File: src/verilog/frame_pkg.sv
package frame_pkg;

  // --------------------
  // link geometry
  // --------------------

  // data lanes per front-end chip
  localparam int MXIO = 8;

  // slip setting width, delays of 1 to 16 cycles
  localparam int SLIP_BITS = 4;

  // --------------------
  // alignment control
  // --------------------

  // consecutive aligned frames before the channel is declared locked
  localparam int MXSTABLE = 16;

  // frames between slip checks
  // a new slip value needs a few frames to reach the sof comparison
  localparam int CHECK_FRAMES = 4;

  // saturating per-channel error counter width
  localparam int ERR_COUNT_BITS = 8;

  // --------------------
  // payload types
  // --------------------

  // both bits of one fastclock cycle for every lane, d0 is the earlier bit
  typedef struct packed {
    logic [MXIO-1:0] d0;
    logic [MXIO-1:0] d1;
  } lane_pair_t;

endpackage

File: src/verilog/sbit_link_if.sv
`timescale 1ns/1ps

interface sbit_link_if import frame_pkg::*; #(
  parameter int WORD_SIZE = 8
);

  // one aligned word per frame, lane i at bits i*WORD_SIZE and up
  logic [MXIO*WORD_SIZE-1:0] sbits;

  // delayed start of frame, lined up with the deserialized word
  logic sof_delayed;

  // channel locked to the frame strobe
  logic ready;

  // frame missed its sof edge while locked, held for one frame
  logic alignment_error;

  // aligner side
  modport source (output sbits, sof_delayed, ready, alignment_error);

  // collector side
  modport sink (input sbits, sof_delayed, ready, alignment_error);

endinterface

File: src/verilog/delay_line.sv
`timescale 1ns/1ps

module delay_line import frame_pkg::*; #(
  parameter type payload_t = logic,
  parameter int  MAX_DEPTH = 16
) (
  input  logic                 fastclock,
  input  logic                 rst_n,
  input  logic [SLIP_BITS-1:0] delay,
  input  payload_t             din,
  output payload_t             dout
);

  // shift chain, taps[0] is one cycle behind din
  payload_t taps [MAX_DEPTH];

  always_ff @(posedge fastclock) begin
    if (!rst_n) begin
      for (int i = 0; i < MAX_DEPTH; i++) begin
        taps[i] <= '0;
      end
    end else begin
      taps[0] <= din;
      for (int i = 1; i < MAX_DEPTH; i++) begin
        taps[i] <= taps[i-1];
      end
    end
  end

  // tap select, total latency is delay plus one
  assign dout = taps[delay];

  // chain is flushed by reset so the selected tap stays known
  a_dout_known: assert property (
    @(posedge fastclock) disable iff (!rst_n)
    !$isunknown(dout)
  );

endmodule

File: src/verilog/bx_sequencer.sv
`timescale 1ns/1ps

module bx_sequencer import frame_pkg::*; #(
  parameter int WORD_SIZE = 8
) (
  input  logic fastclock,
  input  logic rst_n,
  output logic bx_strobe,
  output logic check_strobe
);

  localparam int FRAME_CYCLES = WORD_SIZE / 2;
  localparam int PHASE_BITS   = (FRAME_CYCLES > 1) ? $clog2(FRAME_CYCLES) : 1;
  localparam int FRAME_BITS   = (CHECK_FRAMES > 1) ? $clog2(CHECK_FRAMES) : 1;

  logic [PHASE_BITS-1:0] phase;
  logic [FRAME_BITS-1:0] frame_cnt;
  logic                  phase_end;
  logic                  frame_end;

  // last fastclock cycle of a frame and last frame of a check period
  assign phase_end = (phase == PHASE_BITS'(FRAME_CYCLES - 1));
  assign frame_end = (frame_cnt == FRAME_BITS'(CHECK_FRAMES - 1));

  always_ff @(posedge fastclock) begin
    if (!rst_n) begin
      phase        <= '0;
      frame_cnt    <= '0;
      bx_strobe    <= 1'b0;
      check_strobe <= 1'b0;
    end else begin
      // registered strobes give the first bx pulse FRAME_CYCLES cycles after release
      bx_strobe    <= phase_end;
      check_strobe <= phase_end && frame_end;
      if (phase_end) begin
        phase     <= '0;
        frame_cnt <= frame_end ? '0 : frame_cnt + 1'b1;
      end else begin
        phase <= phase + 1'b1;
      end
    end
  end

  // a check pulse is a bx pulse that follows another one a frame earlier
  a_check_on_bx: assert property (
    @(posedge fastclock) disable iff (!rst_n)
    check_strobe |-> bx_strobe && $past(bx_strobe, FRAME_CYCLES)
  );

endmodule

File: src/verilog/frame_aligner.sv
`timescale 1ns/1ps

module frame_aligner import frame_pkg::*; #(
  parameter int WORD_SIZE = 8
) (
  input  logic            fastclock,
  input  logic            rst_n,
  input  logic [MXIO-1:0] d0,
  input  logic [MXIO-1:0] d1,
  input  logic            sof,
  input  logic            mask,
  input  logic            bx_strobe,
  input  logic            check_strobe,
  sbit_link_if.source     link
);

  localparam int FRAME_CYCLES = WORD_SIZE / 2;
  localparam int STABLE_BITS  = $clog2(MXSTABLE);

  lane_pair_t                pair_in;
  lane_pair_t                pair_dly;
  logic                      sof_in;
  logic                      sof_line;
  logic [SLIP_BITS-1:0]      slip;
  logic [FRAME_CYCLES+1:0]   sof_pipe;
  logic                      sof_dly;
  logic                      sof_last;
  logic                      sof_last_last;
  logic                      sof_edge;
  logic [WORD_SIZE-1:0]      lane_word [MXIO];
  logic [MXIO*WORD_SIZE-1:0] word_flat;
  logic [STABLE_BITS-1:0]    stable_cnt;
  logic                      ready;
  logic                      alignment_error;
  logic [MXIO*WORD_SIZE-1:0] sbits_reg;

  // --------------------
  // input registers
  // --------------------

  always_ff @(posedge fastclock) begin
    pair_in.d0 <= d0;
    pair_in.d1 <= d1;
  end

  always_ff @(posedge fastclock) begin
    if (!rst_n) begin
      sof_in <= 1'b0;
    end else begin
      sof_in <= sof;
    end
  end

  // --------------------
  // slip delay
  // --------------------

  // data and sof see the same programmable delay
  delay_line #(
    .payload_t (lane_pair_t),
    .MAX_DEPTH (2**SLIP_BITS)
  ) u_data_dly (
    .fastclock (fastclock),
    .rst_n     (rst_n),
    .delay     (slip),
    .din       (pair_in),
    .dout      (pair_dly)
  );

  delay_line #(
    .payload_t (logic),
    .MAX_DEPTH (2**SLIP_BITS)
  ) u_sof_dly (
    .fastclock (fastclock),
    .rst_n     (rst_n),
    .delay     (slip),
    .din       (sof_in),
    .dout      (sof_line)
  );

  // --------------------
  // deserializer
  // --------------------

  // d0 then d1 shifted in so the first bit of the frame ends up in the msb
  for (genvar i = 0; i < MXIO; i++) begin : g_lane
    always_ff @(posedge fastclock) begin
      lane_word[i] <= (lane_word[i] << 2) | WORD_SIZE'({pair_dly.d0[i], pair_dly.d1[i]});
    end
    assign word_flat[i*WORD_SIZE +: WORD_SIZE] = lane_word[i];
  end

  // tap FRAME_CYCLES-1 of the sof pipe matches a completed word
  // the two extra stages keep sof history for edge detection
  always_ff @(posedge fastclock) begin
    if (!rst_n) begin
      sof_pipe <= '0;
    end else begin
      sof_pipe <= {sof_pipe[FRAME_CYCLES:0], sof_line};
    end
  end

  assign sof_dly       = sof_pipe[FRAME_CYCLES-1];
  assign sof_last      = sof_pipe[FRAME_CYCLES];
  assign sof_last_last = sof_pipe[FRAME_CYCLES+1];

  // clean rising edge needs two low cycles first so a swapped pair cannot lock
  assign sof_edge = sof_dly && !sof_last && !sof_last_last;

  // --------------------
  // slip and lock control
  // --------------------

  always_ff @(posedge fastclock) begin
    if (!rst_n) begin
      slip            <= '0;
      stable_cnt      <= '0;
      ready           <= 1'b0;
      alignment_error <= 1'b0;
    end else begin
      // try the next delay (wraps at 16) when a check frame has no edge
      if (check_strobe && !sof_edge) begin
        slip <= slip + 1'b1;
      end
      if (bx_strobe) begin
        alignment_error <= ready && !sof_edge;
        if (!sof_edge) begin
          stable_cnt <= '0;
          ready      <= 1'b0;
        end else if (stable_cnt == STABLE_BITS'(MXSTABLE - 1)) begin
          ready <= 1'b1;
        end else begin
          stable_cnt <= stable_cnt + 1'b1;
        end
      end
    end
  end

  // word latched once per frame and zero until locked or while masked
  always_ff @(posedge fastclock) begin
    if (!rst_n) begin
      sbits_reg <= '0;
    end else if (bx_strobe) begin
      sbits_reg <= (mask || !ready) ? '0 : word_flat;
    end
  end

  assign link.sbits           = sbits_reg;
  assign link.sof_delayed     = sof_dly;
  assign link.ready           = ready;
  assign link.alignment_error = alignment_error;

  // lock only follows a run of good frames so slip has settled
  a_slip_held_when_ready: assert property (
    @(posedge fastclock) disable iff (!rst_n)
    ready |-> $stable(slip)
  );

  // an error is only raised by a channel that was locked after a full stable run
  a_error_needs_lock: assert property (
    @(posedge fastclock) disable iff (!rst_n)
    $rose(alignment_error) |->
      $past(ready) && ($past(stable_cnt) == STABLE_BITS'(MXSTABLE - 1))
  );

endmodule

File: src/verilog/sbit_collector.sv
`timescale 1ns/1ps

module sbit_collector import frame_pkg::*; #(
  parameter int NUM_CHANNELS = 3,
  parameter int WORD_SIZE    = 8
) (
  input  logic                                   fastclock,
  input  logic                                   rst_n,
  input  logic                                   bx_strobe,
  sbit_link_if.sink                              links [NUM_CHANNELS],
  output logic [NUM_CHANNELS*MXIO*WORD_SIZE-1:0] sbits,
  output logic                                   frame_valid,
  output logic [NUM_CHANNELS-1:0]                hit,
  output logic [NUM_CHANNELS-1:0]                ready,
  output logic [NUM_CHANNELS-1:0]                alignment_error,
  output logic [NUM_CHANNELS*ERR_COUNT_BITS-1:0] error_count
);

  localparam int CH_BITS = MXIO * WORD_SIZE;

  logic bx_d1;

  // aligner words settle one cycle after bx_strobe
  always_ff @(posedge fastclock) begin
    if (!rst_n) begin
      bx_d1       <= 1'b0;
      frame_valid <= 1'b0;
    end else begin
      bx_d1       <= bx_strobe;
      frame_valid <= bx_d1;
    end
  end

  for (genvar ch = 0; ch < NUM_CHANNELS; ch++) begin : g_ch
    logic [CH_BITS-1:0]        sbits_q;
    logic                      hit_q;
    logic                      ready_q;
    logic                      err_q;
    logic [ERR_COUNT_BITS-1:0] err_cnt;

    always_ff @(posedge fastclock) begin
      if (!rst_n) begin
        sbits_q <= '0;
        hit_q   <= 1'b0;
        ready_q <= 1'b0;
        err_q   <= 1'b0;
        err_cnt <= '0;
      end else if (bx_d1) begin
        sbits_q <= links[ch].sbits;
        hit_q   <= |links[ch].sbits;
        ready_q <= links[ch].ready;
        err_q   <= links[ch].alignment_error;
        // one count per bad frame, saturating
        if (links[ch].alignment_error && (err_cnt != '1)) begin
          err_cnt <= err_cnt + 1'b1;
        end
      end
    end

    assign sbits[ch*CH_BITS +: CH_BITS]                      = sbits_q;
    assign hit[ch]                                           = hit_q;
    assign ready[ch]                                         = ready_q;
    assign alignment_error[ch]                               = err_q;
    assign error_count[ch*ERR_COUNT_BITS +: ERR_COUNT_BITS]  = err_cnt;

    // locked channel losing sof on a frame strobe must flag an error next cycle
    a_lost_sof_flags_error: assert property (
      @(posedge fastclock) disable iff (!rst_n)
      (bx_strobe && links[ch].ready && !links[ch].sof_delayed)
        |=> links[ch].alignment_error
    );
  end

endmodule

File: src/verilog/trigger_rx.sv
`timescale 1ns/1ps

module trigger_rx import frame_pkg::*; #(
  parameter int NUM_CHANNELS = 3,
  parameter int WORD_SIZE    = 8
) (
  input  logic                                   fastclock,
  input  logic                                   rst_n,
  input  logic [NUM_CHANNELS*MXIO-1:0]           d0,
  input  logic [NUM_CHANNELS*MXIO-1:0]           d1,
  input  logic [NUM_CHANNELS-1:0]                sof,
  input  logic [NUM_CHANNELS-1:0]                mask,
  output logic [NUM_CHANNELS*MXIO*WORD_SIZE-1:0] sbits,
  output logic                                   frame_valid,
  output logic [NUM_CHANNELS-1:0]                hit,
  output logic [NUM_CHANNELS-1:0]                ready,
  output logic [NUM_CHANNELS-1:0]                alignment_error,
  output logic [NUM_CHANNELS*ERR_COUNT_BITS-1:0] error_count
);

  logic bx_strobe;
  logic check_strobe;

  sbit_link_if #(.WORD_SIZE(WORD_SIZE)) link [NUM_CHANNELS] ();

  // shared frame timing
  bx_sequencer #(.WORD_SIZE(WORD_SIZE)) u_seq (
    .fastclock    (fastclock),
    .rst_n        (rst_n),
    .bx_strobe    (bx_strobe),
    .check_strobe (check_strobe)
  );

  // one aligner per front-end chip
  for (genvar ch = 0; ch < NUM_CHANNELS; ch++) begin : g_align
    frame_aligner #(.WORD_SIZE(WORD_SIZE)) u_aligner (
      .fastclock    (fastclock),
      .rst_n        (rst_n),
      .d0           (d0[ch*MXIO +: MXIO]),
      .d1           (d1[ch*MXIO +: MXIO]),
      .sof          (sof[ch]),
      .mask         (mask[ch]),
      .bx_strobe    (bx_strobe),
      .check_strobe (check_strobe),
      .link         (link[ch])
    );
  end

  sbit_collector #(
    .NUM_CHANNELS (NUM_CHANNELS),
    .WORD_SIZE    (WORD_SIZE)
  ) u_collector (
    .fastclock       (fastclock),
    .rst_n           (rst_n),
    .bx_strobe       (bx_strobe),
    .links           (link),
    .sbits           (sbits),
    .frame_valid     (frame_valid),
    .hit             (hit),
    .ready           (ready),
    .alignment_error (alignment_error),
    .error_count     (error_count)
  );

endmodule

File: config.mk
export PLATFORM = sky130hd
export DESIGN_NAME = trigger_rx
export DESIGN_NICKNAME = d
export VERILOG_FILES = /design/src/verilog/frame_pkg.sv /design/src/verilog/sbit_link_if.sv /design/src/verilog/delay_line.sv /design/src/verilog/bx_sequencer.sv /design/src/verilog/frame_aligner.sv /design/src/verilog/sbit_collector.sv /design/src/verilog/trigger_rx.sv
export SDC_FILE = /design/constraint.sdc
export NUM_CORES = 2
export LEC_CHECK = 0
export BUFFER_PORTS_ARGS = -buffer_cell sky130_fd_sc_hd__buf_2
export CORE_ASPECT_RATIO = 1.25
export CORE_MARGIN = 4
export CORE_UTILIZATION = 53
export CTS_CLUSTER_DIAMETER = 30
export DETAILED_ROUTE_END_ITERATION = 16
export PLACE_DENSITY_LB_ADDON = 0.25
export SKIP_CTS_REPAIR_TIMING = 1
export SLEW_MARGIN = 20
export SYNTH_ARGS = -nofsm -noshare
export SYNTH_HDL_FRONTEND = slang
export SYNTH_SLANG_ARGS = --single-unit
File: constraint.sdc
create_clock -name fastclock -period 2.4 [get_ports fastclock]
set_clock_uncertainty 0.15 [all_clocks]
set_input_delay 0.12 -clock fastclock [delete_from_list [all_inputs] [get_ports fastclock]]
set_output_delay 0.12 -clock fastclock [all_outputs]
set_load 0.01 [all_outputs]
# Word level (Yosys, flattened, before mapping)
# Memory sizes are Yosys's and may differ from the RTL's. A register that Yosys moved wholly into a read port is not among the register bits.
# Index checks and enable logic that the tools add are counted.
[classes]
add_sub_neg = 11
n_eq_ne = 14
n_reduce_logical = 47
muxes = 120
n_bitwise = 121
[ops]
columns = ["op", "count"]
rows = [
  ["$mux 16", 48],
  ["$mux 64", 3],
  ["$or 8x2->8", 24],
  ["$reduce_or 64->1", 3],
  ["$or 1x1->1", 96],
  ["$mux 1", 56],
  ["$mux 4", 12],
  ["$add 4x1->4 const B", 6],
  ["$add 8x1->8 const B", 3],
  ["$ne 8x8->1 const B", 3],
  ["$reduce_and 2->1", 9],
  ["$logic_and 1x1->1", 16],
  ["$logic_not 1->1", 15],
  ["$eq 4x4->1 const B", 3],
  ["$ne 2x2->1 const B", 6],
  ["$add 2x1->2 const B", 2],
  ["$eq 2x2->1 const B", 2],
  ["$logic_or 1x1->1", 3],
  ["$mux 2", 1],
  ["$reduce_or 2->1", 1],
  ["$not 1->1", 1],
]
[word_totals]
in_bits = 56
output_inout_bits = 226
ram_bits = 1008
wordCells = 370
reg_bits = 524
n_memories = 9
[memory_table]
columns = ["memory", "depth", "width", "read_ports", "rd_clocked_by_memory_dff", "wr", "line_no", "source"]
rows = [
  ["g_align[0].u_aligner.u_data_dly.taps", 16, 16, 16, 1, 16, "delay_line.sv:15", "payload_t taps [MAX_DEPTH];"],
  ["g_align[1].u_aligner.u_data_dly.taps", 16, 16, 16, 1, 16, "delay_line.sv:15", ""],
  ["g_align[2].u_aligner.u_data_dly.taps", 16, 16, 16, 1, 16, "delay_line.sv:15", ""],
  ["g_align[0].u_aligner.lane_word", 8, 8, 8, 0, 8, "frame_aligner.sv:30", "logic [WORD_SIZE-1:0] lane_word [MXIO];"],
  ["g_align[1].u_aligner.lane_word", 8, 8, 8, 0, 8, "frame_aligner.sv:30", ""],
  ["g_align[2].u_aligner.lane_word", 8, 8, 8, 0, 8, "frame_aligner.sv:30", ""],
  ["+3 memories", "-", "-", "-", "-", "-", "-", ""],
]

# Depth between registers and ports, before layout
[logic_depth]
depth_word = 7
mapped_depth = 6
ltp_nobuf = 5

# Cells and area by module
# From an unflattened synthesis, not the netlist that was laid out.
[hier_totals]
cells_unflattened = 4310
hier_area_um2 = 50787.5
[modules_own_cells]
columns = ["module", "instances", "seq_area_each_um2", "cells_per_inst", "area_per_inst_um2"]
rows = [
  ["delay_line (g_align[0].u_aligner.u_data_dly ...)", 3, 5124.9, 677, 8755.9],
  ["frame_aligner (g_align[1].u_aligner ...)", 2, 3223.1, 429, 4611.9],
  ["sbit_collector", 1, 4544.4, 854, 8777.2],
  ["frame_aligner (g_align[0].u_aligner)", 1, 3223.1, 429, 4610.7],
  ["delay_line (g_align[0].u_aligner.u_sof_dly ...)", 3, 320.3, 40, 559.3],
  ["bx_sequencer", 1, 120.1, 18, 230.2],
]

# Least setup slack after synthesis
# OpenSTA, ideal clock, no wires.
[synth_path]
path_type = "register to register"
start = "register with a tool-made name"
end = "memory g_align[2].u_aligner.lane_word[3][1] (netlist: g_align[2].u_aligner.lane_word[0][25])"
path_buffers = 2
setup_ps = 134
required_time_ps = 2116
stages_incl_launch_ff = 5
period_less_slack_ps = 1898
arrival_time_ps = 1614
setup_slack_ps = 502
cell_sequence = "dfxtp_1 buf_6 buf_6 mux4_1 mux4_2"
[synth_lines]
columns = ["element", "line_no"]
rows = [
  ["end: declaration", "frame_aligner.sv:30"],
]

==> flow_summary_export.csv <==
group,metric,value,unit
critical_path,crit_required,2.89,ns
timing,hold_violations,0,
clocking,clkLatencyLatePin,0.77,ns
floorplanning,initial_core_util,53.4,%
floorplanning,die_x,284,microns
floorplanning,rows,126,
placement,gp_congestion,0.782,
layout,nNetsFinal,4443,
layout,regArea,30900,sq um
worst_hold_path,hold_depth,0,
synth,syn-num-nets,4071,
clocking,path_clk_slew,0.07,ns
synth,yosysUniqueCellTypes,50,
layout,area_growth,20.5,%
global_routing,grt_overflow,0,
global_routing,antenna_found_initial,6,
synth,synth_flop_cell,"dfxtp_1",
synth,syn_avg_cell_area,12.6,sq um
timing,hold_slack,0.191,ns
synth,synth_area,50400,sq um
global_routing,grt_pass1_vias,29600,
detailed_routing,routed_wl,99.9,mm
worst_hold_path,hold_end,"g_align[0].u_aligner.lane_word[1][20]",
layout,multi_input_area,18100,sq um
critical_path,critPathMaxFanout,17,
critical_path,endpoint_kind,"flop",
critical_path,max_stage_delay,0.58,ns
power,max-vdd-ir-drop,0.741,mV
critical_path,rr_worst_depth,3,
clocking,cts_root_buf,"clkbuf_16",
layout,regMostFlops,"g_align.u_aligner.u_data_dly.taps",
timing,maxSlewViolCount,0,
timing,slew_headroom,39.9,%
clocking,cts_tree,"done",
detailed_routing,num_vias,30000,
timing,final.setup.tns,0,ns
timing,period_needed,2.13,ns
power,p_leak,24.1,nW
synth,synth_edf_count,0,
flow_run,drv_cap,0,
clocking,clock_sinks,1544,
critical_path,path_class,"reg2reg",
worst_hold_path,hold_class,"reg2reg",
floorplanning,die_area,100000,sq um
clocking,numCtsBuffers,200,
timing,finalCritPeriodShare,88.9,%
global_routing,grt.total_usage,19.7,%
floorplanning,core,94400,sq um
critical_path,crit_buf_inv,1,
synth,yosysSeqAreaShare,61.3,%
critical_path,critPathSlowestCell,"dfxtp_4",
layout,largest_register_ffs,768,
detailed_routing,wl_per_cell,17.3,microns
synth,ys_warn_count,0,
detailed_routing,drc,0,
synth,ys_ff_latch,1544,
critical_path,worstPathCellList,"buf_12 > mux4_1 > mux4_2",
clocking,clk_path_buf_depth,3,
synth,ys_async_sr_fraction,0,%
detailed_routing,first_pass_iters,7,
power,power_density,938,nW/um^2
synth,syn_inst,4004,
critical_path,cp_top_family,"multiplexers",
outcome,status,"finished clean",
timing,worstMarginPinSlew,0.901,ns
floorplanning,ios,282,
global_routing,grt_max_degree,168,
timing,rsz0062_at_grt,"no",
floorplanning,die_y,353,microns
placement,dpl.hpwl,62.5,mm
detailed_routing,drtIter0Drc,1743,
critical_path,regToRegSetupSlack,0.27,ns
timing,fmax,0.469,GHz
detailed_routing,routed_via_density,5.20,
detailed_routing,ant_nets,0,
critical_path,setup.worst_path.start_class,"flop",
timing,setup_viol,0,
clocking,h-tree-depth,4,
critical_path,r2r-end,"g_align[0].u_aligner.lane_word[1][1]",
placement,numPortBuffers,281,
worst_hold_path,worst_hold_startpoint,"g_align[0].u_aligner.lane_word[1][18]",
critical_path,cp.arrival,2.63,ns
global_routing,grt_pass1_wl,161,mm
layout,drive_gt1_share,19.9,%
layout,fillers,7023,
[cell usage after synthesis (3+ instances only)]
master | number | share of area [%]
nor2b_1 | 28 | 0.35
nand4b_1 | 3 | 0.052
clkbuf_8 | 7 | 0.19
nor2_1 | 400 | 3.0
mux2i_1 | 200 | 4.0
nand3_1 | 22 | 0.22
buf_1 | 12 | 0.089
xnor2_1 | 8 | 0.14
a211oi_1 | 4 | 0.060
a21oi_1 | 26 | 0.26
mux4_1 | 68 | 3.5
o31ai_1 | 6 | 0.089
dfxtp_1 | 1544 | 61
o211ai_1 | 4 | 0.060
inv_1 | 8 | 0.060
xor2_1 | 13 | 0.23
a22oi_1 | 193 | 2.9
mux4_4 | 3 | 0.15
buf_6 | 21 | 0.47
nor3_1 | 7 | 0.069
o21ai_0 | 10 | 0.099
clkbuf_1 | 180 | 1.3
nor4b_1 | 6 | 0.10
nor4_1 | 46 | 0.57
nand4_1 | 13 | 0.16
nand2_1 | 30 | 0.22
nand2b_1 | 3 | 0.037
and3_1 | 14 | 0.17
or4_1 | 7 | 0.10
or3b_2 | 3 | 0.052
o41ai_1 | 3 | 0.052
buf_2 | 39 | 0.39
buf_4 | 14 | 0.21
mux4_2 | 184 | 8.2
and2_1 | 840 | 10
a41oi_1 | 3 | 0.052
ha_1 | 11 | 0.27
[placed cells by master, fill, tap and decap left out, drive strengths merged, types with 30 or more instances in the layout]
| cell | n |
|---|---|
| nor4 | 46 |
| nand2 | 30 |
| dfxtp | 1544 |
| inv | 73 |
| and2 | 840 |
| buf | 340 |
| clkbuf | 229 |
| mux4 | 255 |
| mux2i | 200 |
| nor2 | 400 |
| clkinv | 44 |
| a22oi | 193 |
| dlygate4sd3 | 109 |
[final cells by class]
class	instances	area share [%]
antenna	2	0.00824
clock buffer	229	8.77
clock inverter	145	2.57
inverter	10	0.0824
multi-input combinational	2171	29.7
sequential	1544	50.9
tap	1216	2.50
timing repair buffer	449	5.39
[through the flow]
stage | instances | util [%] | power [W] | instance area (sq um) | setup WS [ns]
after floorplan | 4004 | - | 0.0272 | 50400 | 0.502
after global routing | 5764 | 64.3 | 0.0589 | 60700 | 0.157
after global placement | 5281 | 55.9 | 0.0275 | 52800 | 0.276
after detailed placement | 5281 | 55.9 | 0.0276 | 52800 | 0.234
final | 5766 | 64.3 | 0.0570 | 60700 | 0.268
after CTS | 5655 | 63.2 | 0.0575 | 59600 | 0.222
[report_power, final]
part           leakage (nW)  total, W  switching, W  internal, W
clock                  3.35    0.0299        0.0119       0.0180
combinational          8.26  0.000888      0.000474     0.000414
sequential             12.5    0.0262      0.000232       0.0260
total                  24.1    0.0570        0.0126       0.0444
[how the worst max path moves through the flow]
stage / startpoint / endpoint / cells after the start
6_report: flop / g_align[0].u_aligner.lane_word[1][1] / 3
4_1_cts: flop / g_align[0].u_aligner.lane_word[1][1] / 3
5_1_grt: flop / g_align[0].u_aligner.lane_word[1][1] / 3
3_5_place_dp: flop / g_align[0].u_aligner.lane_word[1][1] / 3
3_3_place_gp: flop / g_align[0].u_aligner.lane_word[0][17] / 3
2_1_floorplan: flop / g_align[2].u_aligner.lane_word[0][25] / 4
[layer usage]
metal  global-route usage [%]  vias up  routed length (microns)
met5                        0        -                        0
met3                     4.20      188                     4660
met4                     7.14        0                     2620
met1                     27.6    14600                    47000
met2                     30.5      599                    45700
li1                         -    14600                        -
[logic make-up after synthesis]
logic type	share of synthesized area, %
AO/OA/AOI/OAI	3.67
multiplexers	15.9
flip-flops	61.3
buffers and inverters	2.88
adder cells (fa/ha/maj)	0.273
XOR/XNOR	0.365
AND/OR/NAND/NOR	15.6
Note: power is estimated with default switching activity, not from simulation.
